===== src/hdl/alpha_pkg.sv =====
// integer pipeline shared definitions

package alpha_pkg;

	// ************************************************************************
	// vector types
	// ************************************************************************
	typedef logic [31:0] inst_t;        // instruction word
	typedef logic [63:0] word_t;        // register value
	typedef logic [4:0]  reg_idx_t;     // register index
	typedef logic [4:0]  alu_func_t;    // alu operation
	typedef logic [2:0]  fu_sel_t;      // functional unit class
	typedef logic [1:0]  opa_sel_t;
	typedef logic [1:0]  opb_sel_t;
	typedef logic [1:0]  dest_sel_t;

	// ************************************************************************
	// opcodes, inst[31:26]
	// ************************************************************************
	localparam logic [5:0] PAL_INST   = 6'h00;
	localparam logic [5:0] LDA_INST   = 6'h08;
	localparam logic [5:0] INTA_GRP   = 6'h10;  // arithmetic and compares
	localparam logic [5:0] INTL_GRP   = 6'h11;  // logical
	localparam logic [5:0] INTS_GRP   = 6'h12;  // shifts
	localparam logic [5:0] INTM_GRP   = 6'h13;  // multiply
	localparam logic [5:0] JSR_GRP    = 6'h1a;  // jmp, jsr, ret, jsr_co
	localparam logic [5:0] LDQ_INST   = 6'h29;
	localparam logic [5:0] LDQ_L_INST = 6'h2b;
	localparam logic [5:0] STQ_INST   = 6'h2d;
	localparam logic [5:0] STQ_C_INST = 6'h2f;
	localparam logic [5:0] BR_INST    = 6'h30;
	localparam logic [5:0] BSR_INST   = 6'h34;
	localparam logic [5:0] BLBC_INST  = 6'h38;
	localparam logic [5:0] BEQ_INST   = 6'h39;
	localparam logic [5:0] BLT_INST   = 6'h3a;
	localparam logic [5:0] BLE_INST   = 6'h3b;
	localparam logic [5:0] BLBS_INST  = 6'h3c;
	localparam logic [5:0] BNE_INST   = 6'h3d;
	localparam logic [5:0] BGE_INST   = 6'h3e;
	localparam logic [5:0] BGT_INST   = 6'h3f;

	// function codes, inst[11:5], reused across groups
	localparam logic [6:0] ADDQ_INST   = 7'h20;
	localparam logic [6:0] SUBQ_INST   = 7'h29;
	localparam logic [6:0] CMPULT_INST = 7'h1d;
	localparam logic [6:0] CMPEQ_INST  = 7'h2d;
	localparam logic [6:0] CMPULE_INST = 7'h3d;
	localparam logic [6:0] CMPLT_INST  = 7'h4d;
	localparam logic [6:0] CMPLE_INST  = 7'h6d;
	localparam logic [6:0] AND_INST    = 7'h00;
	localparam logic [6:0] BIC_INST    = 7'h08;
	localparam logic [6:0] BIS_INST    = 7'h20;
	localparam logic [6:0] ORNOT_INST  = 7'h28;
	localparam logic [6:0] XOR_INST    = 7'h40;
	localparam logic [6:0] EQV_INST    = 7'h48;
	localparam logic [6:0] SRL_INST    = 7'h34;
	localparam logic [6:0] SLL_INST    = 7'h39;
	localparam logic [6:0] SRA_INST    = 7'h3c;
	localparam logic [6:0] MULQ_INST   = 7'h20;

	localparam alu_func_t ALU_ADDQ   = 5'd0;
	localparam alu_func_t ALU_SUBQ   = 5'd1;
	localparam alu_func_t ALU_AND    = 5'd2;
	localparam alu_func_t ALU_BIC    = 5'd3;
	localparam alu_func_t ALU_BIS    = 5'd4;
	localparam alu_func_t ALU_ORNOT  = 5'd5;
	localparam alu_func_t ALU_XOR    = 5'd6;
	localparam alu_func_t ALU_EQV    = 5'd7;
	localparam alu_func_t ALU_SRL    = 5'd8;
	localparam alu_func_t ALU_SLL    = 5'd9;
	localparam alu_func_t ALU_SRA    = 5'd10;
	localparam alu_func_t ALU_MULQ   = 5'd11;
	localparam alu_func_t ALU_CMPULT = 5'd12;
	localparam alu_func_t ALU_CMPEQ  = 5'd13;
	localparam alu_func_t ALU_CMPULE = 5'd14;
	localparam alu_func_t ALU_CMPLT  = 5'd15;
	localparam alu_func_t ALU_CMPLE  = 5'd16;

	localparam logic [25:0] PAL_HALT  = 26'h0000000;
	localparam logic [25:0] PAL_WHAMI = 26'h000003c;

	localparam reg_idx_t ZERO_REG = 5'd31;
	localparam word_t    CPU_ID   = 64'h0000_0000_0000_0001;

	// mux selects
	localparam opa_sel_t  OPA_IS_REGA     = 2'd0;
	localparam opa_sel_t  OPA_IS_MEM_DISP = 2'd1;
	localparam opa_sel_t  OPA_IS_NOT3     = 2'd2;
	localparam opb_sel_t  OPB_IS_REGB     = 2'd0;
	localparam opb_sel_t  OPB_IS_ALU_IMM  = 2'd1;
	localparam opb_sel_t  OPB_IS_BR_DISP  = 2'd2;
	localparam dest_sel_t DEST_NONE       = 2'd0;
	localparam dest_sel_t DEST_IS_REGC    = 2'd1;
	localparam dest_sel_t DEST_IS_REGA    = 2'd2;

	localparam fu_sel_t FU_NONE          = 3'd0;
	localparam fu_sel_t FU_ALU           = 3'd1;
	localparam fu_sel_t FU_MULT          = 3'd2;
	localparam fu_sel_t FU_LOAD          = 3'd3;
	localparam fu_sel_t FU_STORE         = 3'd4;
	localparam fu_sel_t FU_COND_BRANCH   = 3'd5;
	localparam fu_sel_t FU_UNCOND_BRANCH = 3'd6;

	// ************************************************************************
	// pipeline packets
	// ************************************************************************
	typedef struct packed {
		inst_t     inst;
		reg_idx_t  ra_idx;          // ZERO_REG when opa is not a register
		reg_idx_t  rb_idx;
		reg_idx_t  dest_idx;        // ZERO_REG when no writeback
		opa_sel_t  opa_sel;
		opb_sel_t  opb_sel;
		alu_func_t alu_func;
		fu_sel_t   fu_sel;
		logic      rd_mem;
		logic      wr_mem;
		logic      ldl_mem;
		logic      stc_mem;
		logic      cond_branch;
		logic      uncond_branch;
		logic      halt;
		logic      cpuid;
		logic      illegal;
	} id_pkt_t;

	typedef struct packed {
		reg_idx_t dest_idx;
		word_t    value;            // result, address or target
		fu_sel_t  fu_sel;
		logic     taken;
		logic     halt;
		logic     illegal;
	} ret_pkt_t;

endpackage


===== src/hdl/reg_file.sv =====
// integer register file

`timescale 1ns/1ps

module reg_file (
	input  logic                clk,
	input  logic                rst_n_i,
	input  alpha_pkg::reg_idx_t ra_idx_i,
	input  alpha_pkg::reg_idx_t rb_idx_i,
	input  logic                we_i,
	input  alpha_pkg::reg_idx_t wr_idx_i,
	input  alpha_pkg::word_t    wr_data_i,
	output alpha_pkg::word_t    ra_data_o,
	output alpha_pkg::word_t    rb_data_o
);
	import alpha_pkg::*;

	word_t regs [32];

	// combinational reads, r31 hardwired
	assign ra_data_o = (ra_idx_i == ZERO_REG) ? '0 : regs[ra_idx_i];
	assign rb_data_o = (rb_idx_i == ZERO_REG) ? '0 : regs[rb_idx_i];

	always_ff @(posedge clk)
	begin
		if (!rst_n_i)
		begin
			for (int i = 0; i < 32; i++)
				regs[i] <= '0;
		end
		else if (we_i && (wr_idx_i != ZERO_REG))          // r31 writes dropped
			regs[wr_idx_i] <= wr_data_i;
	end

endmodule


===== config.mk =====
export PLATFORM = sky130hd
export DESIGN_NAME = reg_file
export DESIGN_NICKNAME = d
export VERILOG_FILES = /design/src/hdl/alpha_pkg.sv /design/src/hdl/reg_file.sv
export SDC_FILE = /design/constraint.sdc
export NUM_CORES = 2
export LEC_CHECK = 0
export BUFFER_PORTS_ARGS = -buffer_cell sky130_fd_sc_hd__buf_2
export CORE_UTILIZATION = 50
export DETAILED_ROUTE_END_ITERATION = 8
export PLACE_DENSITY = 0.69
export SLEW_MARGIN = 20
export SYNTH_ARGS = -nofsm -noshare
export SYNTH_HDL_FRONTEND = slang
export SYNTH_SLANG_ARGS = --single-unit

===== constraint.sdc =====
create_clock -name clk -period 10.7 [get_ports clk]
set_clock_uncertainty 0.2 [all_clocks]
set_input_delay 2.14 -clock clk [delete_from_list [all_inputs] [get_ports clk]]
set_output_delay 2.14 -clock clk [all_outputs]
set_load 0.02 [all_outputs]

==> summary.txt <==
Place
  • RD Place Congestion: around 0.84
  • Area after DPL: 0.113 mm2
  • Port Buffer Count: 209
  • Post-detail-place hpwl: 202 mm

STA
  • Hold Slack: around 1600 ps
  • Max-slew violations: 0
  • Fin crit share: 0.782
  • Final setup fails: 0
  • Worst rel slew slack: 0.126
  • Worst-Margin Slew: between 1000 and 1500 ps
  • RSZ-0062 raised after global routing: no
  • Post-layout min period: about 8400 ps
  • Hold Fails Final Rpt: 0
  • Setup TNS: 0 ps
  • Fmax achieved: between 0.1 and 0.15 GHz

Global route
  • Initial antenna violation count: 55
  • Global-route wire length before repair: 524 mm
  • Vias in the first global route: just under 70,000
  • Largest net degree at the start of global routing: between 90 and 100
  • Total gr overflow: 0
  • All-Layer GR Usage: 0.346

Yosys
  • Synth Warn #: 0
  • Share of the synthesized area in the top cell type: 0.568
  • Sequential fraction of the synthesis area: 0.568
  • Syn Std Cell Area: approximately 0.11 mm2
  • Post-synth top area cell: edfxtp_1
  • Seq cells post-synth: slightly above 2,000
  • Distinct cells, synth: 37
  • EDFF count, synth: about 2,000
  • Largest cells by area after synthesis: edfxtp_1 (57%), mux4_2 (22%), and2_1 (11%), mux2i_1 (2.9%), clkbuf_1 (1.9%)
  • Ys flop type: edfxtp_1
  • Mapped Cells: 6,811
  • Asr flop ratio synth: 0
  • Avg Inst Size Synth: approximately 16 um2

Status
  • Status: finished, final reports clean

Clock network
  • Root buf cell: clkbuf_16
  • Post-CTS Setup Bufs: 0
  • Cts repair resizes: 0
  • Clock Tree Buf Depth: 3
  • Hold-fix buffers at CTS: 0
  • H-tree levels: 4
  • CTS tree: yes
  • Total CTS buffers: about 220
  • Clock sinks: 2,048
  • CTS clk-pin slew, worst paths: roughly 60 ps

Critical path
  • Startpoint Class: primary input
  • Largest stage delay, worst path: 960 ps
  • Req. time, crit path: 8360 ps
  • Maximum fanout along the worst path: between 50 and 60
  • Crit path kind: in2out
  • Crit end category: output pin
  • Most used cell, CP: buf_4
  • Critical-path cell list: buf_8 -> buf_4 -> buf_4 -> mux4_2 -> nor2b_1 -> a211oi_1 -> nor4_1 -> buf_4 -> buf_2
  • Slowest cell on crit path: nor4_1
  • Crit path DAT: just over 6000 ps

Drt
  • Detailed-route wire length per cell: 38.3 um
  • DRT iter0 DRCs: approximately 12,000
  • # DRC: 0
  • Via count: 68,600
  • First-pass iteration count of the detailed router: 6
  • DRT antenna net count: 0
  • WL final: around 380 mm
  • Vias/cell: ~7.0

Cells and area
  • Final #Nets: ~6,900
  • Post-layout util: 0.557
  • Number of flip-flops in the largest register: roughly 2,000
  • Area grow syn2layout: 10.6%
  • Design Area, Final: 0.120 mm2
  • Register with the most flip-flops: regs
  • Share of cells above drive strength 1: 0.270
  • Top Registers: regs (2048)

Pwr
  • Sw frac: 0.255
  • Pwr dens: 163 mW/mm2
  • Combinational group share of total power: 0.123
  • Clock power frac: 0.389
  • VDD IR-drop max: slightly below 0.2 mV
  • Int Pwr: between 0.01 and 0.015 W
  • Switching power: approximately 0.0050 W
  • LEAKAGE: between 40 and 50 nW
  • Sequential Power Share: 0.488

Die
  • Core region area: 0.215 mm2
  • Die height: 467 um
  • Std cell rows: 170
  • I/O pins: 210
  • Die width: between 400 and 500 um
  • Initial core utilization: 0.504
  • Die ar.: roughly 0.22 mm2

Worst hold path
  • HP Class: in2reg

Job
  • Number of max-cap violations: 0
-- worst max-delay path, delay by kind of cell --
family	cells	cell delay, ps
buf+inv	5	2280
compound gates	1	90
simple gates	2	1090
mux	1	340
-- power groups by stage --
stage          clock network, W  registers [W]  logic, W
6_report                0.00757        0.00950   0.00240
3_3_place_gp                  0        0.00961   0.00235
5_1_grt                 0.00787        0.00954   0.00247
2_1_floorplan                 0        0.00962   0.00153
3_5_place_dp                  0        0.00965   0.00237
4_1_cts                 0.00759        0.00948   0.00237
-- final cells by class --
cell class / instances / area [um2]
inverters: 54 / 218
fillers: 16600 / 95100
flip-flops and latches: 2048 / 61500
clock inverters: 129 / 1310
multi-input cells: 4035 / 44300
clock buffers: 267 / 5660
diodes: 35 / 87.6
well taps: 2838 / 3550
repair buffers: 425 / 3160
-- cell usage in the layout (no fill, tap or decap), drive strengths merged, types with 60 or more instances in the layout --
| cell type | n |
|---|---|
| nor2 | 75 |
| conb | 64 |
| mux2i | 318 |
| mux4 | 1060 |
| clkbuf | 268 |
| clkinv | 93 |
| o22ai | 60 |
| and2 | 1984 |
| o21ai | 81 |
| edfxtp | 2048 |
| buf | 424 |
| inv | 61 |
-- synth_stat cells, types with 18 or more instances --
cell type,number
edfxtp_1,2048
and2_1,1984
mux4_2,1060
clkbuf_1,538
mux2i_1,318
buf_2,101
o21ai_0,80
nor2_1,75
o22ai_1,60
o221ai_1,54
inv_1,52
nor3_1,43
buf_1,42
o2bb2ai_1,40
buf_4,37
a211oi_1,34
a21oi_1,30
a22oi_1,30
and3_1,29
nor2b_1,25
buf_6,19
nand2_1,19
mux2_2,18
-- metrics by stage --
stage	instances	power (W)	worst slack (ps)
6_report	9831	0.0195	2330
5_1_grt	9808	0.0199	2380
4_1_cts	9793	0.0194	2400
3_5_place_dp	9397	0.0120	2390
3_3_place_gp	9392	0.0120	2370
2_1_floorplan	6874	0.0112	2580
-- kinds of logic (layout without fill, tap and decap cells) --
| kind of cell | Yosys count | count (layout) | share of synthesized area |
|---|---|---|---|
| and+or+nand+nor | 2202 | 2202 | 0.125 |
| DFF | 2048 | 2048 | 0.568 |
| muxes | 1396 | 1396 | 0.252 |
| buffers and inverters | 791 | 875 | 0.0312 |
| AOI/OAI and AO/OA | 373 | 373 | 0.0241 |
| other | 1 | 99 | 0.0000346 |
-- routing by layer --
| layer | vias to the layer above | global-route usage | wire [um] |
|---|---|---|---|
| met2 | 5639 | 0.540 | 176000 |
| met5 | - | 0 | 166 |
| met3 | 1141 | 0.0832 | 48200 |
| li1 | 26300 | - | - |
| met1 | 35500 | 0.444 | 130000 |
| met4 | 24 | 0.196 | 22500 |
-- path summary, 6_finish.rpt --
check | from | end | slack [ps] | depth (start not counted)
max | rb_idx_i[1] | rb_data_o[13] | 2330 | 9
min | wr_data_i[37] | regs[12][37]$_SDFFCE_PN0P_ | 1630 | 2
Power figures use the tool's default switching activity.
