===== config.mk =====
export PLATFORM = sky130hd
export DESIGN_NAME = wb_stage
export DESIGN_NICKNAME = d
export VERILOG_FILES = /design/src/hdl/alpha_pkg.sv /design/src/hdl/wb_stage.sv
export SDC_FILE = /design/constraint.sdc
export NUM_CORES = 1
export LEC_CHECK = 0
export ABC_AREA = 1
export BUFFER_PORTS_ARGS = -buffer_cell sky130_fd_sc_hd__buf_2
export CAP_MARGIN = 5
export CELL_PAD_IN_SITES_DETAIL_PLACEMENT = 0
export CELL_PAD_IN_SITES_GLOBAL_PLACEMENT = 1
export CORE_MARGIN = 8
export CORE_UTILIZATION = 27
export CTS_BUF_LIST = sky130_fd_sc_hd__clkbuf_4 sky130_fd_sc_hd__clkbuf_8 sky130_fd_sc_hd__clkbuf_16
export CTS_CLUSTER_SIZE = 24
export DETAILED_ROUTE_END_ITERATION = 10
export PLACE_DENSITY = 0.86
export SETUP_SLACK_MARGIN = 0.2
export SLEW_MARGIN = 5
export SYNTH_ARGS = -nofsm -noshare
export SYNTH_HDL_FRONTEND = slang
export SYNTH_SLANG_ARGS = --single-unit

===== constraint.sdc =====
create_clock -name clk -period 1.12 [get_ports clk]
set_input_delay 0.056 -clock clk [delete_from_list [all_inputs] [get_ports clk]]
set_output_delay 0.056 -clock clk [all_outputs]
set_load 0.005 [all_outputs]

===== src/hdl/alpha_pkg.sv =====
// integer pipeline shared definitions

package alpha_pkg;

	// ************************************************************************
	// vector types
	// ************************************************************************
	typedef logic [31:0] inst_t;        // instruction word
	typedef logic [63:0] word_t;        // register value
	typedef logic [4:0]  reg_idx_t;     // register index
	typedef logic [4:0]  alu_func_t;    // alu operation
	typedef logic [2:0]  fu_sel_t;      // functional unit class
	typedef logic [1:0]  opa_sel_t;
	typedef logic [1:0]  opb_sel_t;
	typedef logic [1:0]  dest_sel_t;

	// ************************************************************************
	// opcodes, inst[31:26]
	// ************************************************************************
	localparam logic [5:0] PAL_INST   = 6'h00;
	localparam logic [5:0] LDA_INST   = 6'h08;
	localparam logic [5:0] INTA_GRP   = 6'h10;  // arithmetic and compares
	localparam logic [5:0] INTL_GRP   = 6'h11;  // logical
	localparam logic [5:0] INTS_GRP   = 6'h12;  // shifts
	localparam logic [5:0] INTM_GRP   = 6'h13;  // multiply
	localparam logic [5:0] JSR_GRP    = 6'h1a;  // jmp, jsr, ret, jsr_co
	localparam logic [5:0] LDQ_INST   = 6'h29;
	localparam logic [5:0] LDQ_L_INST = 6'h2b;
	localparam logic [5:0] STQ_INST   = 6'h2d;
	localparam logic [5:0] STQ_C_INST = 6'h2f;
	localparam logic [5:0] BR_INST    = 6'h30;
	localparam logic [5:0] BSR_INST   = 6'h34;
	localparam logic [5:0] BLBC_INST  = 6'h38;
	localparam logic [5:0] BEQ_INST   = 6'h39;
	localparam logic [5:0] BLT_INST   = 6'h3a;
	localparam logic [5:0] BLE_INST   = 6'h3b;
	localparam logic [5:0] BLBS_INST  = 6'h3c;
	localparam logic [5:0] BNE_INST   = 6'h3d;
	localparam logic [5:0] BGE_INST   = 6'h3e;
	localparam logic [5:0] BGT_INST   = 6'h3f;

	// function codes, inst[11:5], reused across groups
	localparam logic [6:0] ADDQ_INST   = 7'h20;
	localparam logic [6:0] SUBQ_INST   = 7'h29;
	localparam logic [6:0] CMPULT_INST = 7'h1d;
	localparam logic [6:0] CMPEQ_INST  = 7'h2d;
	localparam logic [6:0] CMPULE_INST = 7'h3d;
	localparam logic [6:0] CMPLT_INST  = 7'h4d;
	localparam logic [6:0] CMPLE_INST  = 7'h6d;
	localparam logic [6:0] AND_INST    = 7'h00;
	localparam logic [6:0] BIC_INST    = 7'h08;
	localparam logic [6:0] BIS_INST    = 7'h20;
	localparam logic [6:0] ORNOT_INST  = 7'h28;
	localparam logic [6:0] XOR_INST    = 7'h40;
	localparam logic [6:0] EQV_INST    = 7'h48;
	localparam logic [6:0] SRL_INST    = 7'h34;
	localparam logic [6:0] SLL_INST    = 7'h39;
	localparam logic [6:0] SRA_INST    = 7'h3c;
	localparam logic [6:0] MULQ_INST   = 7'h20;

	localparam alu_func_t ALU_ADDQ   = 5'd0;
	localparam alu_func_t ALU_SUBQ   = 5'd1;
	localparam alu_func_t ALU_AND    = 5'd2;
	localparam alu_func_t ALU_BIC    = 5'd3;
	localparam alu_func_t ALU_BIS    = 5'd4;
	localparam alu_func_t ALU_ORNOT  = 5'd5;
	localparam alu_func_t ALU_XOR    = 5'd6;
	localparam alu_func_t ALU_EQV    = 5'd7;
	localparam alu_func_t ALU_SRL    = 5'd8;
	localparam alu_func_t ALU_SLL    = 5'd9;
	localparam alu_func_t ALU_SRA    = 5'd10;
	localparam alu_func_t ALU_MULQ   = 5'd11;
	localparam alu_func_t ALU_CMPULT = 5'd12;
	localparam alu_func_t ALU_CMPEQ  = 5'd13;
	localparam alu_func_t ALU_CMPULE = 5'd14;
	localparam alu_func_t ALU_CMPLT  = 5'd15;
	localparam alu_func_t ALU_CMPLE  = 5'd16;

	localparam logic [25:0] PAL_HALT  = 26'h0000000;
	localparam logic [25:0] PAL_WHAMI = 26'h000003c;

	localparam reg_idx_t ZERO_REG = 5'd31;
	localparam word_t    CPU_ID   = 64'h0000_0000_0000_0001;

	// mux selects
	localparam opa_sel_t  OPA_IS_REGA     = 2'd0;
	localparam opa_sel_t  OPA_IS_MEM_DISP = 2'd1;
	localparam opa_sel_t  OPA_IS_NOT3     = 2'd2;
	localparam opb_sel_t  OPB_IS_REGB     = 2'd0;
	localparam opb_sel_t  OPB_IS_ALU_IMM  = 2'd1;
	localparam opb_sel_t  OPB_IS_BR_DISP  = 2'd2;
	localparam dest_sel_t DEST_NONE       = 2'd0;
	localparam dest_sel_t DEST_IS_REGC    = 2'd1;
	localparam dest_sel_t DEST_IS_REGA    = 2'd2;

	localparam fu_sel_t FU_NONE          = 3'd0;
	localparam fu_sel_t FU_ALU           = 3'd1;
	localparam fu_sel_t FU_MULT          = 3'd2;
	localparam fu_sel_t FU_LOAD          = 3'd3;
	localparam fu_sel_t FU_STORE         = 3'd4;
	localparam fu_sel_t FU_COND_BRANCH   = 3'd5;
	localparam fu_sel_t FU_UNCOND_BRANCH = 3'd6;

	// ************************************************************************
	// pipeline packets
	// ************************************************************************
	typedef struct packed {
		inst_t     inst;
		reg_idx_t  ra_idx;          // ZERO_REG when opa is not a register
		reg_idx_t  rb_idx;
		reg_idx_t  dest_idx;        // ZERO_REG when no writeback
		opa_sel_t  opa_sel;
		opb_sel_t  opb_sel;
		alu_func_t alu_func;
		fu_sel_t   fu_sel;
		logic      rd_mem;
		logic      wr_mem;
		logic      ldl_mem;
		logic      stc_mem;
		logic      cond_branch;
		logic      uncond_branch;
		logic      halt;
		logic      cpuid;
		logic      illegal;
	} id_pkt_t;

	typedef struct packed {
		reg_idx_t dest_idx;
		word_t    value;            // result, address or target
		fu_sel_t  fu_sel;
		logic     taken;
		logic     halt;
		logic     illegal;
	} ret_pkt_t;

endpackage


===== src/hdl/wb_stage.sv =====
// result stage and retire port

`timescale 1ns/1ps

module wb_stage (
	input  logic                clk,
	input  logic                rst_n_i,
	input  logic                ex_valid_i,
	input  alpha_pkg::ret_pkt_t ex_ret_i,
	input  logic                ret_ready_i,
	output logic                ex_ready_o,
	output logic                ret_valid_o,
	output alpha_pkg::ret_pkt_t ret_o,
	output logic                rf_we_o,
	output alpha_pkg::reg_idx_t rf_idx_o,
	output alpha_pkg::word_t    rf_data_o,
	output logic                halted_o
);
	import alpha_pkg::*;

	logic ret_fire;
	logic capture;

	assign ret_fire = ret_valid_o && ret_ready_i;
	// a held halt record blocks the stage behind it
	assign ex_ready_o = !halted_o && (!ret_valid_o || (ret_ready_i && !ret_o.halt));
	assign capture    = ex_valid_i && ex_ready_o;

	// register write rides on capture, so the next decode sees it
	assign rf_we_o   = capture && (ex_ret_i.dest_idx != ZERO_REG) && !ex_ret_i.illegal;
	assign rf_idx_o  = ex_ret_i.dest_idx;
	assign rf_data_o = ex_ret_i.value;

	always_ff @(posedge clk)
	begin
		if (!rst_n_i)
		begin
			ret_valid_o <= 1'b0;
			ret_o       <= '0;
			halted_o    <= 1'b0;
		end
		else
		begin
			if (ret_fire)
				ret_valid_o <= 1'b0;
			if (ret_fire && ret_o.halt)
				halted_o <= 1'b1;                          // sticky until reset
			if (capture)
			begin
				ret_valid_o <= 1'b1;
				ret_o       <= ex_ret_i;
			end
		end
	end

endmodule


==> impl_metrics.csv <==
group,metric,value,unit
status,status,"complete, but fails checks",
status,failed_checks,"setup timing",
yosys,synth_edf_count,0,
finish,area_growth,57.7,%
yosys,synth.most_common_cell,"inv_1",
place,place_congestion,0.724,
global_route,top_usage_layer,"met2",
sta,maxSlewViolCount,0,
floorplan,initial_utilization,27.7,%
sta,setup_viol,78,
floorplan,dieArea,20600,um2
global_route,grt_util_met2,25.9,%
global_route,grt.total_usage,14.5,%
yosys,syn_area_per_cell,6.10,um2
yosys,seq_area_frac_synth,35.0,%
finish,nets,995,
clocking,ctsRootBufferMaster,"clkbuf_16",
power,switchingPower,0.00260,W
place,portBuffers,226,
sta,layout_min_cycle_time,1.47,ns
setup_path,worstPathMaxFanout,7,
floorplan,core_area,15900,um2
sta,timing.final.ws_setup,-0.350,ns
sta,rsz0062_at_grt,"yes",
finish,drive_above_1_share,45.2,%
setup_path,cp_cell_sequence,"nand2_4 > nand2_4 > nor2_4 > buf_12 > buf_12 > buf_12 > clkbuf_16 > nand3_2 > nand2_1 > nor2_1",
yosys,ys_top_cells_by_count,"inv_1, nand2_1, dfxtp_1, nor2_1, nand3_1",
clocking,cts_tree,"done",
floorplan,rows,46,
global_route,antenna_found_initial,0,
route,drtPass1Iterations,4,
finish,multi_input_area,1630,um2
setup_path,cpMostUsedCell,"buf_12",
clocking,htreeDepth,3,
yosys,async_flop_share,0,%
clocking,cts_buffer_depth,2,
floorplan,io_pins,227,
clocking,cts_sinks,77,
yosys,synth_cell_types,16,
route,drt_iter0_drc,141,
route,routed_wl,15200,um
route,vias,4433,
power,switching_share,29.4,%
place,dp_hpwl,9140,um
yosys,synth_warnings,0,
clocking,clock_latency,0.34,ns
power,pwr-share-clk,33.9,%
power,max-vdd-ir-drop,0.000735,V
place,placed_area,5260,um2
global_route,grt_start_max_net_pins,43,
sta,timing.fmax,680,MHz
power,power_frac_comb,30.9,%
place,dpl_worst_slack,-0.126,ns
power,powerDensity,1280,nW/um2
sta,finalHoldViolations,0,
setup_path,worstSetupPathType,"flip-flop to flip-flop",
sta,tns,-22.50,ns
route,wl_per_cell,13.4,um
yosys,ys.flop_type,"dfxtp_1",
global_route,gr-total-overflow,0,
sta,fin_crit_sh,131,%
setup_path,crit_family,"buffers and inverters",
finish,nFillCells,1685,
global_route,grt_pass1_vias,4365,
setup_path,cp.required,1.36,ns
yosys,synth-seq-cells,77,
finish,diodes,0,
sta,clock_skew,0.00513,ns
setup_path,crit_arrival,1.71,ns
yosys,netlist_area,4400,um2
floorplan,die_w,144,um
route,drc,0,
finish,final_area,6940,um2
global_route,globalRouteMet1Util,16.4,%
power,p_int,0.00626,W
yosys,syn-num-nets,800,
yosys,ys_top_cells_by_area,"dfxtp_1, inv_1, nand2_1",
global_route,grt_pass1_wl,22800,um
power,seqPwrFrac,35.2,%
floorplan,die_h,144,um
route,ant_nets,0,
setup_path,max_stage_delay,0.36,ns
yosys,synth_top_area_share,35.0,%
setup_path,setup.worst_path.start_class,"flip-flop",
clocking,hold_buffers,0,
hold_path,min_path_type,"input pin to flip-flop",
setup_path,crit_path_end_kind,"flip-flop",
finish,seq_area,1550,um2
clocking,cts_buffers,9,
yosys,synth_top_area_cell,"dfxtp_1",
clocking,path_clk_slew,0.06,ns
power,p_leak,4.26,nW
global_route,use_met3,4.18,%
setup_path,critPathBufInv,4,
sta,slew-limit-headroom,74.3,%
yosys,syn_inst,721,
run,cap_viol_max_count,0,
route,viasPerCell,3.90,
sta,worst_pin_slew,0.386,ns
setup_path,slowest_stage,"dfxtp_4",
layout make-up:
type	count	share of cell area (%)
Timing Repair Buffer	286	33.5
Sequential cell	77	22.4
Multi-Input combinational cell	313	23.5
Clock inverter	4	0.685
Inverter	229	12.4
Clock buffer	12	3.66
Tap cell	216	3.89
metal layers:
metal / vias up / routed length, um
met4: 0 / 183
met5: - / 0
met3: 12 / 1040
met2: 137 / 7630
li1: 2337 / -
met1: 1947 / 6350
flip-flops by register name (all words and copies together) (netlist names):
| signal | cells |
|---|---|
| halted_o | 1 |
| ret_o | 75 |
| ret_valid_o | 1 |
metrics by stage:
stage | util [%] | total power [W] | cells | hold WS, ns
2_1_floorplan | - | 0.00430 | 721 | 0.193
4_1_cts | 42.1 | 0.00885 | 1131 | 0.0178
3_3_place_gp | 33.1 | 0.00488 | 1073 | 0.296
6_report | 43.7 | 0.00886 | 1137 | 0.0323
3_5_place_dp | 33.1 | 0.00489 | 1073 | 0.296
5_1_grt | 43.7 | 0.00940 | 1137 | 0.0399
what timing repair did:
action	4_1_cts	5_1_grt
pin swaps	9	20
endpoints found under the setup margin	79	82
resized for setup	97	43
setup buffers	23	3
cloned	19	3
power by group through the flow:
| stage | clock network [W] | logic (W) | registers (W) |
|---|---|---|---|
| floorplan | 0 | 0.00110 | 0.00320 |
| global placement | 0 | 0.00172 | 0.00316 |
| detailed placement | 0 | 0.00172 | 0.00318 |
| CTS | 0.00311 | 0.00262 | 0.00312 |
| global route | 0.00322 | 0.00303 | 0.00315 |
| finish | 0.00300 | 0.00274 | 0.00312 |
kinds of logic (layout without fill, tap and decap cells):
kind of cell    after synthesis  after routing  synth area share (%)
simple gates                311            311                  28.8
compound gates                2              2                 0.227
flops                        77             77                  35.0
buf+inv                     331            531                  35.9
final timing paths:
check                    startpoint                endpoint  slack (ns)  cells after the start
max           ret_o[1]$_SDFFE_PN0P_  ret_o[28]$_SDFFE_PN0P_       -0.35                     10
min                    ex_ret_i[33]  ret_o[33]$_SDFFE_PN0P_        0.03                      5
max reg2reg   ret_o[1]$_SDFFE_PN0P_  ret_o[28]$_SDFFE_PN0P_       -0.35                     10
min reg2reg  ret_o[13]$_SDFFE_PN0P_  ret_o[13]$_SDFFE_PN0P_        0.50                      4
worst register-to-register path: stages, from the launching register on:
cell and delay (ns):
dfxtp_4 0.36, nand2_4 0.08, nand2_4 0.05, nor2_4 0.18, buf_12 0.14, buf_12 0.15, buf_12 0.13, clkbuf_16 0.14
nand3_2 0.06, nand2_1 0.06, nor2_1 0.03
cell usage in the layout (no fill, tap or decap):
master / n
buf_2: 224
inv_1: 200
nand2_1: 113
dfxtp_1: 73
nor2_1: 70
nand3_1: 45
nand2_2: 33
inv_2: 29
nand3_2: 28
buf_12: 20
buf_16: 18
clkbuf_16: 12
buf_6: 11
nand2_4: 9
buf_4: 8
nor2_2: 6
nand3_4: 3
nor2_4: 2
clkbuf_4: 2
clkinv_2: 2
dfxtp_2: 2
dfxtp_4: 2
nor3_1: 1
nand4_1: 1
o21ai_0: 1
a21oi_1: 1
bufinv_16: 1
clkbuf_8: 1
clkinvlp_4: 1
bufbuf_16: 1
buf_8: 1
Power figures use the tool's default switching activity.
