[config.mk]
export PLATFORM = sky130hd
export DESIGN_NAME = id_stage
export DESIGN_NICKNAME = d
export VERILOG_FILES = /design/src/hdl/alpha_pkg.sv /design/src/hdl/inst_decoder.sv /design/src/hdl/id_stage.sv
export SDC_FILE = /design/constraint.sdc
export NUM_CORES = 1
export LEC_CHECK = 0
export BUFFER_PORTS_ARGS = -buffer_cell sky130_fd_sc_hd__buf_2
export CAP_MARGIN = 10
export CORE_AREA = 8 8 106 108
export DETAILED_ROUTE_END_ITERATION = 6
export DIE_AREA = 0 0 114 116
export PLACE_DENSITY = 0.56
export SLEW_MARGIN = 20
export SYNTH_ARGS = -nofsm -noshare
export SYNTH_HDL_FRONTEND = slang
export SYNTH_SLANG_ARGS = --single-unit
[constraint.sdc]
create_clock -name clk -period 6 [get_ports clk]
set_input_delay 0.6 -clock clk [delete_from_list [all_inputs] [get_ports clk]]
set_output_delay 0.6 -clock clk [all_outputs]
set_load 0.02 [all_outputs]
[src/hdl/alpha_pkg.sv]
// integer pipeline shared definitions

package alpha_pkg;

	// ************************************************************************
	// vector types
	// ************************************************************************
	typedef logic [31:0] inst_t;        // instruction word
	typedef logic [63:0] word_t;        // register value
	typedef logic [4:0]  reg_idx_t;     // register index
	typedef logic [4:0]  alu_func_t;    // alu operation
	typedef logic [2:0]  fu_sel_t;      // functional unit class
	typedef logic [1:0]  opa_sel_t;
	typedef logic [1:0]  opb_sel_t;
	typedef logic [1:0]  dest_sel_t;

	// ************************************************************************
	// opcodes, inst[31:26]
	// ************************************************************************
	localparam logic [5:0] PAL_INST   = 6'h00;
	localparam logic [5:0] LDA_INST   = 6'h08;
	localparam logic [5:0] INTA_GRP   = 6'h10;  // arithmetic and compares
	localparam logic [5:0] INTL_GRP   = 6'h11;  // logical
	localparam logic [5:0] INTS_GRP   = 6'h12;  // shifts
	localparam logic [5:0] INTM_GRP   = 6'h13;  // multiply
	localparam logic [5:0] JSR_GRP    = 6'h1a;  // jmp, jsr, ret, jsr_co
	localparam logic [5:0] LDQ_INST   = 6'h29;
	localparam logic [5:0] LDQ_L_INST = 6'h2b;
	localparam logic [5:0] STQ_INST   = 6'h2d;
	localparam logic [5:0] STQ_C_INST = 6'h2f;
	localparam logic [5:0] BR_INST    = 6'h30;
	localparam logic [5:0] BSR_INST   = 6'h34;
	localparam logic [5:0] BLBC_INST  = 6'h38;
	localparam logic [5:0] BEQ_INST   = 6'h39;
	localparam logic [5:0] BLT_INST   = 6'h3a;
	localparam logic [5:0] BLE_INST   = 6'h3b;
	localparam logic [5:0] BLBS_INST  = 6'h3c;
	localparam logic [5:0] BNE_INST   = 6'h3d;
	localparam logic [5:0] BGE_INST   = 6'h3e;
	localparam logic [5:0] BGT_INST   = 6'h3f;

	// function codes, inst[11:5], reused across groups
	localparam logic [6:0] ADDQ_INST   = 7'h20;
	localparam logic [6:0] SUBQ_INST   = 7'h29;
	localparam logic [6:0] CMPULT_INST = 7'h1d;
	localparam logic [6:0] CMPEQ_INST  = 7'h2d;
	localparam logic [6:0] CMPULE_INST = 7'h3d;
	localparam logic [6:0] CMPLT_INST  = 7'h4d;
	localparam logic [6:0] CMPLE_INST  = 7'h6d;
	localparam logic [6:0] AND_INST    = 7'h00;
	localparam logic [6:0] BIC_INST    = 7'h08;
	localparam logic [6:0] BIS_INST    = 7'h20;
	localparam logic [6:0] ORNOT_INST  = 7'h28;
	localparam logic [6:0] XOR_INST    = 7'h40;
	localparam logic [6:0] EQV_INST    = 7'h48;
	localparam logic [6:0] SRL_INST    = 7'h34;
	localparam logic [6:0] SLL_INST    = 7'h39;
	localparam logic [6:0] SRA_INST    = 7'h3c;
	localparam logic [6:0] MULQ_INST   = 7'h20;

	localparam alu_func_t ALU_ADDQ   = 5'd0;
	localparam alu_func_t ALU_SUBQ   = 5'd1;
	localparam alu_func_t ALU_AND    = 5'd2;
	localparam alu_func_t ALU_BIC    = 5'd3;
	localparam alu_func_t ALU_BIS    = 5'd4;
	localparam alu_func_t ALU_ORNOT  = 5'd5;
	localparam alu_func_t ALU_XOR    = 5'd6;
	localparam alu_func_t ALU_EQV    = 5'd7;
	localparam alu_func_t ALU_SRL    = 5'd8;
	localparam alu_func_t ALU_SLL    = 5'd9;
	localparam alu_func_t ALU_SRA    = 5'd10;
	localparam alu_func_t ALU_MULQ   = 5'd11;
	localparam alu_func_t ALU_CMPULT = 5'd12;
	localparam alu_func_t ALU_CMPEQ  = 5'd13;
	localparam alu_func_t ALU_CMPULE = 5'd14;
	localparam alu_func_t ALU_CMPLT  = 5'd15;
	localparam alu_func_t ALU_CMPLE  = 5'd16;

	localparam logic [25:0] PAL_HALT  = 26'h0000000;
	localparam logic [25:0] PAL_WHAMI = 26'h000003c;

	localparam reg_idx_t ZERO_REG = 5'd31;
	localparam word_t    CPU_ID   = 64'h0000_0000_0000_0001;

	// mux selects
	localparam opa_sel_t  OPA_IS_REGA     = 2'd0;
	localparam opa_sel_t  OPA_IS_MEM_DISP = 2'd1;
	localparam opa_sel_t  OPA_IS_NOT3     = 2'd2;
	localparam opb_sel_t  OPB_IS_REGB     = 2'd0;
	localparam opb_sel_t  OPB_IS_ALU_IMM  = 2'd1;
	localparam opb_sel_t  OPB_IS_BR_DISP  = 2'd2;
	localparam dest_sel_t DEST_NONE       = 2'd0;
	localparam dest_sel_t DEST_IS_REGC    = 2'd1;
	localparam dest_sel_t DEST_IS_REGA    = 2'd2;

	localparam fu_sel_t FU_NONE          = 3'd0;
	localparam fu_sel_t FU_ALU           = 3'd1;
	localparam fu_sel_t FU_MULT          = 3'd2;
	localparam fu_sel_t FU_LOAD          = 3'd3;
	localparam fu_sel_t FU_STORE         = 3'd4;
	localparam fu_sel_t FU_COND_BRANCH   = 3'd5;
	localparam fu_sel_t FU_UNCOND_BRANCH = 3'd6;

	// ************************************************************************
	// pipeline packets
	// ************************************************************************
	typedef struct packed {
		inst_t     inst;
		reg_idx_t  ra_idx;          // ZERO_REG when opa is not a register
		reg_idx_t  rb_idx;
		reg_idx_t  dest_idx;        // ZERO_REG when no writeback
		opa_sel_t  opa_sel;
		opb_sel_t  opb_sel;
		alu_func_t alu_func;
		fu_sel_t   fu_sel;
		logic      rd_mem;
		logic      wr_mem;
		logic      ldl_mem;
		logic      stc_mem;
		logic      cond_branch;
		logic      uncond_branch;
		logic      halt;
		logic      cpuid;
		logic      illegal;
	} id_pkt_t;

	typedef struct packed {
		reg_idx_t dest_idx;
		word_t    value;            // result, address or target
		fu_sel_t  fu_sel;
		logic     taken;
		logic     halt;
		logic     illegal;
	} ret_pkt_t;

endpackage

[src/hdl/inst_decoder.sv]
// instruction decoder

`timescale 1ns/1ps

module inst_decoder (
	input  alpha_pkg::inst_t     inst_i,
	input  logic                 valid_i,          // noop outputs when low
	output alpha_pkg::opa_sel_t  opa_sel_o,
	output alpha_pkg::opb_sel_t  opb_sel_o,
	output alpha_pkg::dest_sel_t dest_sel_o,
	output alpha_pkg::alu_func_t alu_func_o,
	output alpha_pkg::fu_sel_t   fu_sel_o,
	output logic                 rd_mem_o,
	output logic                 wr_mem_o,
	output logic                 ldl_mem_o,
	output logic                 stc_mem_o,
	output logic                 cond_branch_o,
	output logic                 uncond_branch_o,
	output logic                 halt_o,
	output logic                 cpuid_o,
	output logic                 illegal_o
);
	import alpha_pkg::*;

	logic [5:0] opcode;
	logic [6:0] func;

	assign opcode = inst_i[31:26];
	assign func   = inst_i[11:5];

	always_comb
	begin
		// noop defaults, each class overrides what it needs
		opa_sel_o       = OPA_IS_REGA;
		opb_sel_o       = OPB_IS_REGB;
		alu_func_o      = ALU_ADDQ;
		dest_sel_o      = DEST_NONE;
		fu_sel_o        = FU_NONE;
		rd_mem_o        = 1'b0;
		wr_mem_o        = 1'b0;
		ldl_mem_o       = 1'b0;
		stc_mem_o       = 1'b0;
		cond_branch_o   = 1'b0;
		uncond_branch_o = 1'b0;
		halt_o          = 1'b0;
		cpuid_o         = 1'b0;
		illegal_o       = 1'b0;
		if (valid_i)
		begin
			case ({opcode[5:3], 3'b000})                    // coarse class first
				6'h00:
				begin
					if (opcode != PAL_INST)
						illegal_o = 1'b1;
					else if (inst_i[25:0] == PAL_HALT)
						halt_o = 1'b1;
					else if (inst_i[25:0] == PAL_WHAMI)
					begin
						cpuid_o    = 1'b1;
						dest_sel_o = DEST_IS_REGA;          // id lands in ra
					end
					else
						illegal_o = 1'b1;                   // other pal codes
				end
				6'h10:
				begin
					opb_sel_o  = inst_i[12] ? OPB_IS_ALU_IMM : OPB_IS_REGB;  // literal form
					dest_sel_o = DEST_IS_REGC;
					fu_sel_o   = FU_ALU;
					case (opcode)
						INTA_GRP:
							case (func)
								ADDQ_INST:   alu_func_o = ALU_ADDQ;
								SUBQ_INST:   alu_func_o = ALU_SUBQ;
								CMPULT_INST: alu_func_o = ALU_CMPULT;
								CMPEQ_INST:  alu_func_o = ALU_CMPEQ;
								CMPULE_INST: alu_func_o = ALU_CMPULE;
								CMPLT_INST:  alu_func_o = ALU_CMPLT;
								CMPLE_INST:  alu_func_o = ALU_CMPLE;
								default:     illegal_o  = 1'b1;
							endcase
						INTL_GRP:
							case (func)
								AND_INST:    alu_func_o = ALU_AND;
								BIC_INST:    alu_func_o = ALU_BIC;
								BIS_INST:    alu_func_o = ALU_BIS;
								ORNOT_INST:  alu_func_o = ALU_ORNOT;
								XOR_INST:    alu_func_o = ALU_XOR;
								EQV_INST:    alu_func_o = ALU_EQV;
								default:     illegal_o  = 1'b1;
							endcase
						INTS_GRP:
							case (func)
								SRL_INST:    alu_func_o = ALU_SRL;
								SLL_INST:    alu_func_o = ALU_SLL;
								SRA_INST:    alu_func_o = ALU_SRA;
								default:     illegal_o  = 1'b1;
							endcase
						INTM_GRP:
						begin
							fu_sel_o = FU_MULT;
							if (func == MULQ_INST)
								alu_func_o = ALU_MULQ;
							else
								illegal_o = 1'b1;
						end
						default: illegal_o = 1'b1;          // fp groups
					endcase
				end
				6'h18:
				begin
					if (opcode == JSR_GRP)
					begin
						opa_sel_o       = OPA_IS_NOT3;
						alu_func_o      = ALU_AND;          // word-align rb
						dest_sel_o      = DEST_IS_REGA;
						uncond_branch_o = 1'b1;
						fu_sel_o        = FU_UNCOND_BRANCH;
					end
					else
						illegal_o = 1'b1;                   // misc, fp moves
				end
				6'h08, 6'h20, 6'h28:
				begin
					opa_sel_o  = OPA_IS_MEM_DISP;
					dest_sel_o = DEST_IS_REGA;
					case (opcode)
						LDA_INST: fu_sel_o = FU_ALU;
						LDQ_INST:
						begin
							rd_mem_o = 1'b1;
							fu_sel_o = FU_LOAD;
						end
						LDQ_L_INST:
						begin
							rd_mem_o  = 1'b1;
							ldl_mem_o = 1'b1;
							fu_sel_o  = FU_LOAD;
						end
						STQ_INST:
						begin
							wr_mem_o   = 1'b1;
							opa_sel_o  = OPA_IS_REGA;       // ra carries store data
							dest_sel_o = DEST_NONE;
							fu_sel_o   = FU_STORE;
						end
						STQ_C_INST:
						begin
							wr_mem_o  = 1'b1;
							stc_mem_o = 1'b1;
							fu_sel_o  = FU_STORE;
						end
						default: illegal_o = 1'b1;          // fp loads/stores, ldah etc
					endcase
				end
				default:
				begin
					// 6'h30 and 6'h38, branch formats
					opb_sel_o = OPB_IS_BR_DISP;
					case (opcode)
						BR_INST, BSR_INST:
						begin
							dest_sel_o      = DEST_IS_REGA;
							uncond_branch_o = 1'b1;
							fu_sel_o        = FU_UNCOND_BRANCH;
						end
						BEQ_INST, BNE_INST, BLT_INST, BLE_INST,
						BGT_INST, BGE_INST, BLBC_INST, BLBS_INST:
						begin
							cond_branch_o = 1'b1;
							fu_sel_o      = FU_COND_BRANCH;
						end
						default: illegal_o = 1'b1;          // fp conditionals
					endcase
				end
			endcase
		end
	end

endmodule

[src/hdl/id_stage.sv]
// decode stage

`timescale 1ns/1ps

module id_stage (
	input  logic                clk,
	input  logic                rst_n_i,
	input  alpha_pkg::inst_t    inst_i,
	input  logic                inst_valid_i,
	input  logic                halted_i,      // core stopped, refuse input
	input  logic                ex_ready_i,
	output logic                inst_ready_o,
	output logic                id_valid_o,
	output alpha_pkg::id_pkt_t  id_pkt_o
);
	import alpha_pkg::*;

	id_pkt_t   pkt_next;
	opa_sel_t  opa_sel;
	opb_sel_t  opb_sel;
	dest_sel_t dest_sel;

	inst_decoder u_dec (
		.inst_i          (inst_i),
		.valid_i         (inst_valid_i),
		.opa_sel_o       (opa_sel),
		.opb_sel_o       (opb_sel),
		.dest_sel_o      (dest_sel),
		.alu_func_o      (pkt_next.alu_func),
		.fu_sel_o        (pkt_next.fu_sel),
		.rd_mem_o        (pkt_next.rd_mem),
		.wr_mem_o        (pkt_next.wr_mem),
		.ldl_mem_o       (pkt_next.ldl_mem),
		.stc_mem_o       (pkt_next.stc_mem),
		.cond_branch_o   (pkt_next.cond_branch),
		.uncond_branch_o (pkt_next.uncond_branch),
		.halt_o          (pkt_next.halt),
		.cpuid_o         (pkt_next.cpuid),
		.illegal_o       (pkt_next.illegal)
	);

	// index muxes, unused operands point at r31
	assign pkt_next.inst    = inst_i;
	assign pkt_next.opa_sel = opa_sel;
	assign pkt_next.opb_sel = opb_sel;
	assign pkt_next.ra_idx  = (opa_sel == OPA_IS_REGA) ? inst_i[25:21] : ZERO_REG;
	assign pkt_next.rb_idx  = (opb_sel == OPB_IS_REGB) ? inst_i[20:16] : ZERO_REG;

	always_comb
	begin
		case (dest_sel)
			DEST_IS_REGC: pkt_next.dest_idx = inst_i[4:0];
			DEST_IS_REGA: pkt_next.dest_idx = inst_i[25:21];
			default:      pkt_next.dest_idx = ZERO_REG;   // no writeback
		endcase
	end

	assign inst_ready_o = !halted_i && (!id_valid_o || ex_ready_i);   // empty or draining

	always_ff @(posedge clk)
	begin
		if (!rst_n_i || halted_i)                         // halt drops whatever is held
		begin
			id_valid_o <= 1'b0;
			id_pkt_o   <= '0;
		end
		else if (inst_ready_o)
		begin
			id_valid_o <= inst_valid_i;
			if (inst_valid_i)
				id_pkt_o <= pkt_next;
		end
	end

endmodule

==> results of run 1 <==
flip-flops by register name, indices dropped and copies added, names as in the netlist:
register	count
id_pkt_o	68
id_valid_o	1
stage by stage:
step,utilization (%),hold WS (ns),setup WS [ns],instance area [um2]
detailed placement,39.9,0.443,3.27,3810
global route,42.1,0.471,3.48,4020
floorplan,-,0.530,3.55,3230
global placement,39.9,0.438,3.36,3810
finish,42.1,0.453,3.68,4020
CTS,42.1,0.455,3.64,4020
critical path: cells and delay by family:
family | cells | cell delay, ns
AO/OA/AOI/OAI | 3 | 0.52
buffers and inverters | 1 | 0.11
adder cells (fa/ha/maj) | 1 | 0.35
AND/OR/NAND/NOR | 3 | 0.94
cell type report:
| cell class | count | area share [%] |
|---|---|---|
| Tap cell | 133 | 4.14 |
| Sequential cell | 69 | 34.3 |
| Multi-Input combinational cell | 290 | 41.5 |
| Timing Repair Buffer | 110 | 13.9 |
| Clock inverter | 6 | 1.74 |
| Inverter | 10 | 0.933 |
| Clock buffer | 10 | 3.42 |
metal layers:
metal / track usage [%] / up-vias / share of wire (%)
li1: - / 1607 / -
met1: 20.4 / 1541 / 47
met2: 24.3 / 109 / 44
met3: 4.85 / 8 / 7.7
met4: 4.53 / 0 / 1.0
met5: 0 / - / 0
where the power goes:
part | total [uW] | leakage [uW] | switching [uW] | internal (uW)
Clock | 398 | 0.0000951 | 193 | 205
Sequential | 472 | 0.000559 | 4.92 | 468
Combinational | 134 | 0.00102 | 91.6 | 42.5
Total | 1000 | 0.00168 | 289 | 715
placed cells by master, fill, tap and decap left out, types with 8 or more instances in the layout:
| cell type | instances |
|---|---|
| a21oi_1 | 54 |
| nor2_1 | 24 |
| nand3_1 | 8 |
| o221a_2 | 10 |
| o21ai_0 | 13 |
| nand2_1 | 86 |
| buf_2 | 106 |
| dfxtp_1 | 69 |
| inv_1 | 10 |
| clkbuf_8 | 10 |
| nor4_1 | 11 |
cells by family after synthesis:
family	share of synthesized area [%]
muxes	0.969
and+or+nand+nor	25.5
adders and majority gates	0.775
buffers and inverters	5.77
AOI/OAI and AO/OA	23.4
xor gates and xnor gates	0.814
DFF	42.8
path summary, 6_finish.rpt:
kind | from | end | slack (ns)
max reg2reg | id_valid_o | id_pkt_o[30] | 3.86
min reg2reg | id_pkt_o[47] | id_pkt_o[47] | 0.45
max | inst_i[14] | id_pkt_o[22] | 3.68
min | id_pkt_o[47] | id_pkt_o[47] | 0.45
==> run_results.csv, run 1 <==
group,metric,value,unit
synthesis,syn-num-nets,443,
global_route,grt_pass1_vias,3115,
routing,drtIter0Drc,248,
sta,report.final.hold_viol_count,0,
clock_tree,path_clk_slew,0.08,ns
place,gp_congestion,0.833,
sta,worstMarginPinSlew,0.774,ns
layout,drive_gt1_share,29.9,%
global_route,grt_pass1_wl,16.3,mm
sta,min_period,2.32,ns
synthesis,ys_ff_latch,69,
synthesis,postSynthCellCount,404,
power_and_ir_drop,finalPower,1000,uW
layout,instances_no_fill,628,
floorplanning,initial_utilization,33.8,%
layout,final_nets,529,
clock_tree,insertion_delay,0.35,ns
clock_tree,tritoncts.num_buffers,9,
floorplanning,die_h,116,um
clock_tree,post_cts_resized,0,
global_route,grt_max_degree,73,
sta,fmax,0.432,GHz
layout,multi_input_area,1670,um2
power_and_ir_drop,power_density,250,nW/um2
floorplanning,die_w,114,um
floorplanning,io-pin-count,107,
clock_tree,cts_setup_buffers,0,
synthesis,synth.area.top_cells,"dfxtp_1, nand2_1, a21oi_1",
synthesis,seq_area_frac_synth,42.8,%
synthesis,syn_area,3230,um2
synthesis,synth_common_cells,"nand2_1, dfxtp_1, a21oi_1",
global_route,grt_overflow,0,
power_and_ir_drop,irDropWorstVdd,0.000129,V
clock_tree,ctsRootBufferMaster,"clkbuf_8",
setup_path,crit_arrival,2.51,ns
routing,drc,0,
clock_tree,htree_num_levels,3,
floorplanning,fp-row-count,36,
place,dp.cells,612,
place,port_buffers,106,
run,max_cap_viol_count,0,
sta,finClkSkew,0.00593,ns
sta,final-setup-viol-count,0,
sta,fin_tns_setup,0,ns
floorplanning,dieArea,13200,um2
floorplanning,coreArea,9550,um2
setup_path,cp_cell_sequence,"buf_2 -> nor4_1 -> nand4_1 -> nor3_1 -> o21ai_0 -> ha_1 -> a221oi_1 -> a211oi_1",
hold_path,hold-path-cell-count,2,
layout,diodes,0,
setup_path,rr_worst_depth,5,
clock_tree,cts_tree,"built",
synthesis,async_reset_ff_share,0,%
routing,drtAntennaViolNets,0,
clock_tree,cts_sinks,69,
setup_path,crit_path_end_kind,"register",
synthesis,yosysTopAreaCell,"dfxtp_1",
routing,wire_per_inst,16.8,um
clock_tree,cts_buffer_depth,2,
routing,viasPerCell,5.20,
sta,slew_headroom,47.9,%
routing,wl,10.5,mm
outcome,status,"finished clean",
setup_path,crit_fanout,5,
power_and_ir_drop,leakagePower,0.00168,uW
hold_path,min_path_type,"reg2reg",
sta,finalCritPeriodShare,38.6,%
place,hpwl,7.45,mm
layout,seq_area,1380,um2
clock_tree,cts_hold_buf,0,
synthesis,yosysMostFrequentCell,"nand2_1",
layout,fill_cells,1028,
setup_path,start_kind,"primary input",
synthesis,synth.top_cell.area_share,42.8,%
setup_path,critPathRequiredTime,6.20,ns
synthesis,yosys_warnings,0,
synthesis,avgSynthCellArea,7.99,um2
setup_path,cpMaxStageDelayCell,"nor4_1",
routing,dr.pass1.iters,5,
setup_path,crit_type,"in2reg",
global_route,antenna_found_initial,0,
setup_path,crit_path_max_incr_delay,0.48,ns
layout,area.growth.synth_to_final,24.6,%
routing,dr_total_vias,3265,
synthesis,synth_edf_count,0,
sta,rsz0062_at_grt,"false",
global_route,track_usage,15.6,%
synthesis,synth_cell_type_count,54,
synthesis,ys.flop_type,"dfxtp_1",
sta,report.final.slew_viol_count,0,
No activity file was read; power rests on OpenSTA's default activity.
==> run 2: changes to the inputs <==
Clock period 6 ns to 2.32 ns, I/O delays scaled along.
==> run_results.csv, run 2 (synthesis gave the netlist of run 1 again) <==
group,metric,value,unit
layout,reg_top3,"id_pkt_o (68), id_valid_o (1)",
sta,finClkSkew,0.00797,ns
clock_tree,htree_num_levels,3,
clock_tree,tritoncts.num_buffers,9,
setup_path,crit_path_end_kind,"register",
sta,final-setup-viol-count,0,
global_route,grt_pass1_vias,3238,
run,max_cap_viol_count,0,
sta,rsz0062_at_grt,"false",
clock_tree,insertion_delay,0.35,ns
setup_path,reg2reg_from,"id_valid_o",
layout,final_cell_mix,"buf_2, nand2_1, dfxtp_1",
sta,fmax,0.509,GHz
routing,dr_total_vias,3331,
clock_tree,cts_buffer_depth,2,
power_and_ir_drop,power_density,631,nW/um2
clock_tree,path_clk_slew,0.08,ns
routing,viasPerCell,5.17,
routing,dr.pass1.iters,4,
power_and_ir_drop,leakagePower,0.00177,uW
routing,drtIter0Drc,188,
layout,largest_register_ffs,68,
floorplanning,coreArea,9550,um2
clock_tree,cts_tree,"built",
floorplanning,initial_utilization,33.8,%
sta,slew_headroom,70.4,%
routing,drc,0,
hold_path,min_path_type,"in2reg",
clock_tree,cts_sinks,69,
layout,final_nets,545,
setup_path,critPathRequiredTime,2.54,ns
sta,min_period,1.97,ns
place,pre_cts_slack,0.0417,ns
layout,diodes,0,
place,gp_congestion,0.895,
floorplanning,io-pin-count,107,
global_route,grt_overflow,0,
layout,mostFrequentLayoutCell,"buf_2",
routing,wire_per_inst,16.8,um
routing,drtAntennaViolNets,0,
sta,worstMarginPinSlew,0.440,ns
setup_path,crit_arrival,2.19,ns
sta,report.final.slew_viol_count,0,
place,port_buffers,106,
clock_tree,ctsRootBufferMaster,"clkbuf_8",
clock_tree,cts_setup_buffers,0,
sta,final.setup.worst_slack,0.354,ns
layout,drive_gt1_share,32.1,%
clock_tree,cts_hold_buf,0,
setup_path,crit_fanout,5,
setup_path,crit_type,"in2reg",
setup_path,critPathLaunch,"inst_i[14]",
global_route,track_usage,16.0,%
global_route,antenna_found_initial,0,
floorplanning,die_w,114,um
routing,wl,10.8,mm
layout,area.growth.synth_to_final,29.0,%
hold_path,worstHoldStart,"inst_i[15]",
sta,fin_tns_setup,0,ns
global_route,grt_max_degree,68,
place,hpwl,8.02,mm
setup_path,start_kind,"primary input",
floorplanning,die_h,116,um
power_and_ir_drop,irDropWorstVdd,0.000278,V
floorplanning,fp-row-count,36,
clock_tree,post_cts_resized,0,
outcome,status,"finished clean",
sta,report.final.hold_viol_count,0,
layout,largest_register,"id_pkt_o",
layout,fill_cells,1041,
sta,finalCritPeriodShare,84.7,%
global_route,grt_pass1_wl,16.7,mm
layout,fin_util,43.6,%
floorplanning,dieArea,13200,um2
## run 2: cell types whose count changed in the layout (fill, tap and decap cells not counted), sizes merged
cell | previous run | this run
buf | 110 | 126
clkbuf | 10 | 11
clkinv | 1 | 2
clkinvlp | 3 | 2
inv | 11 | 10
## run 2: area by class of cell
| class | count | area, um2 | share of cell area [%] |
|---|---|---|---|
| repair buffers | 126 | 706 | 16.9 |
| multi-input cells | 290 | 1660 | 40.0 |
| clock buffers | 11 | 151 | 3.63 |
| well taps | 133 | 166 | 4.00 |
| inverters | 10 | 37.5 | 0.901 |
| clock inverters | 5 | 58.8 | 1.41 |
| flip-flops and latches | 69 | 1380 | 33.2 |
## run 2: power by group
| group | switching [uW] | total [uW] | internal [uW] |
|---|---|---|---|
| registers | 13.4 | 1220 | 1210 |
| logic | 240 | 370 | 129 |
| clock network | 482 | 1040 | 555 |
## run 2: per-stage QoR
stage	cell area (um2)	total power, uW	hold slack (ns)	instances
finish	4170	2630	0.136	644
global route	4170	2740	0.126	644
CTS	4170	2660	0.117	644
detailed placement	3960	1620	0.441	628
global placement	3960	1620	0.440	628
floorplan	3230	1470	0.368	404
## run 2: critical path, stage by stage
cell and delay (ns):
buf_2 0.11, nor4_1 0.41, buf_4 0.18, nand4_1 0.11
nor3_1 0.27, o21ai_0 0.16, ha_1 0.35, a221oi_1 0.25
a211oi_1 0.11
## run 2: path summary, 6_finish.rpt
check                           cells past startpoint      endpoint  slack, ns
worst max-delay path                                9  id_pkt_o[24]       0.35
worst min register to register                      2   id_pkt_o[5]       0.45
worst min-delay path                                3  id_pkt_o[51]       0.14
worst max register to register                      6  id_pkt_o[15]       0.78
## run 2: per-layer routing
| layer | share of wire (%) | vias up | routed length (um) | global-route usage (%) |
|---|---|---|---|---|
| met5 | 0 | - | 0 | 0 |
| met4 | 0.95 | 0 | 103 | 4.61 |
| met3 | 8.8 | 10 | 950 | 5.00 |
| met2 | 46 | 117 | 4950 | 25.7 |
| met1 | 45 | 1558 | 4820 | 20.1 |
| li1 | - | 1646 | - | - |
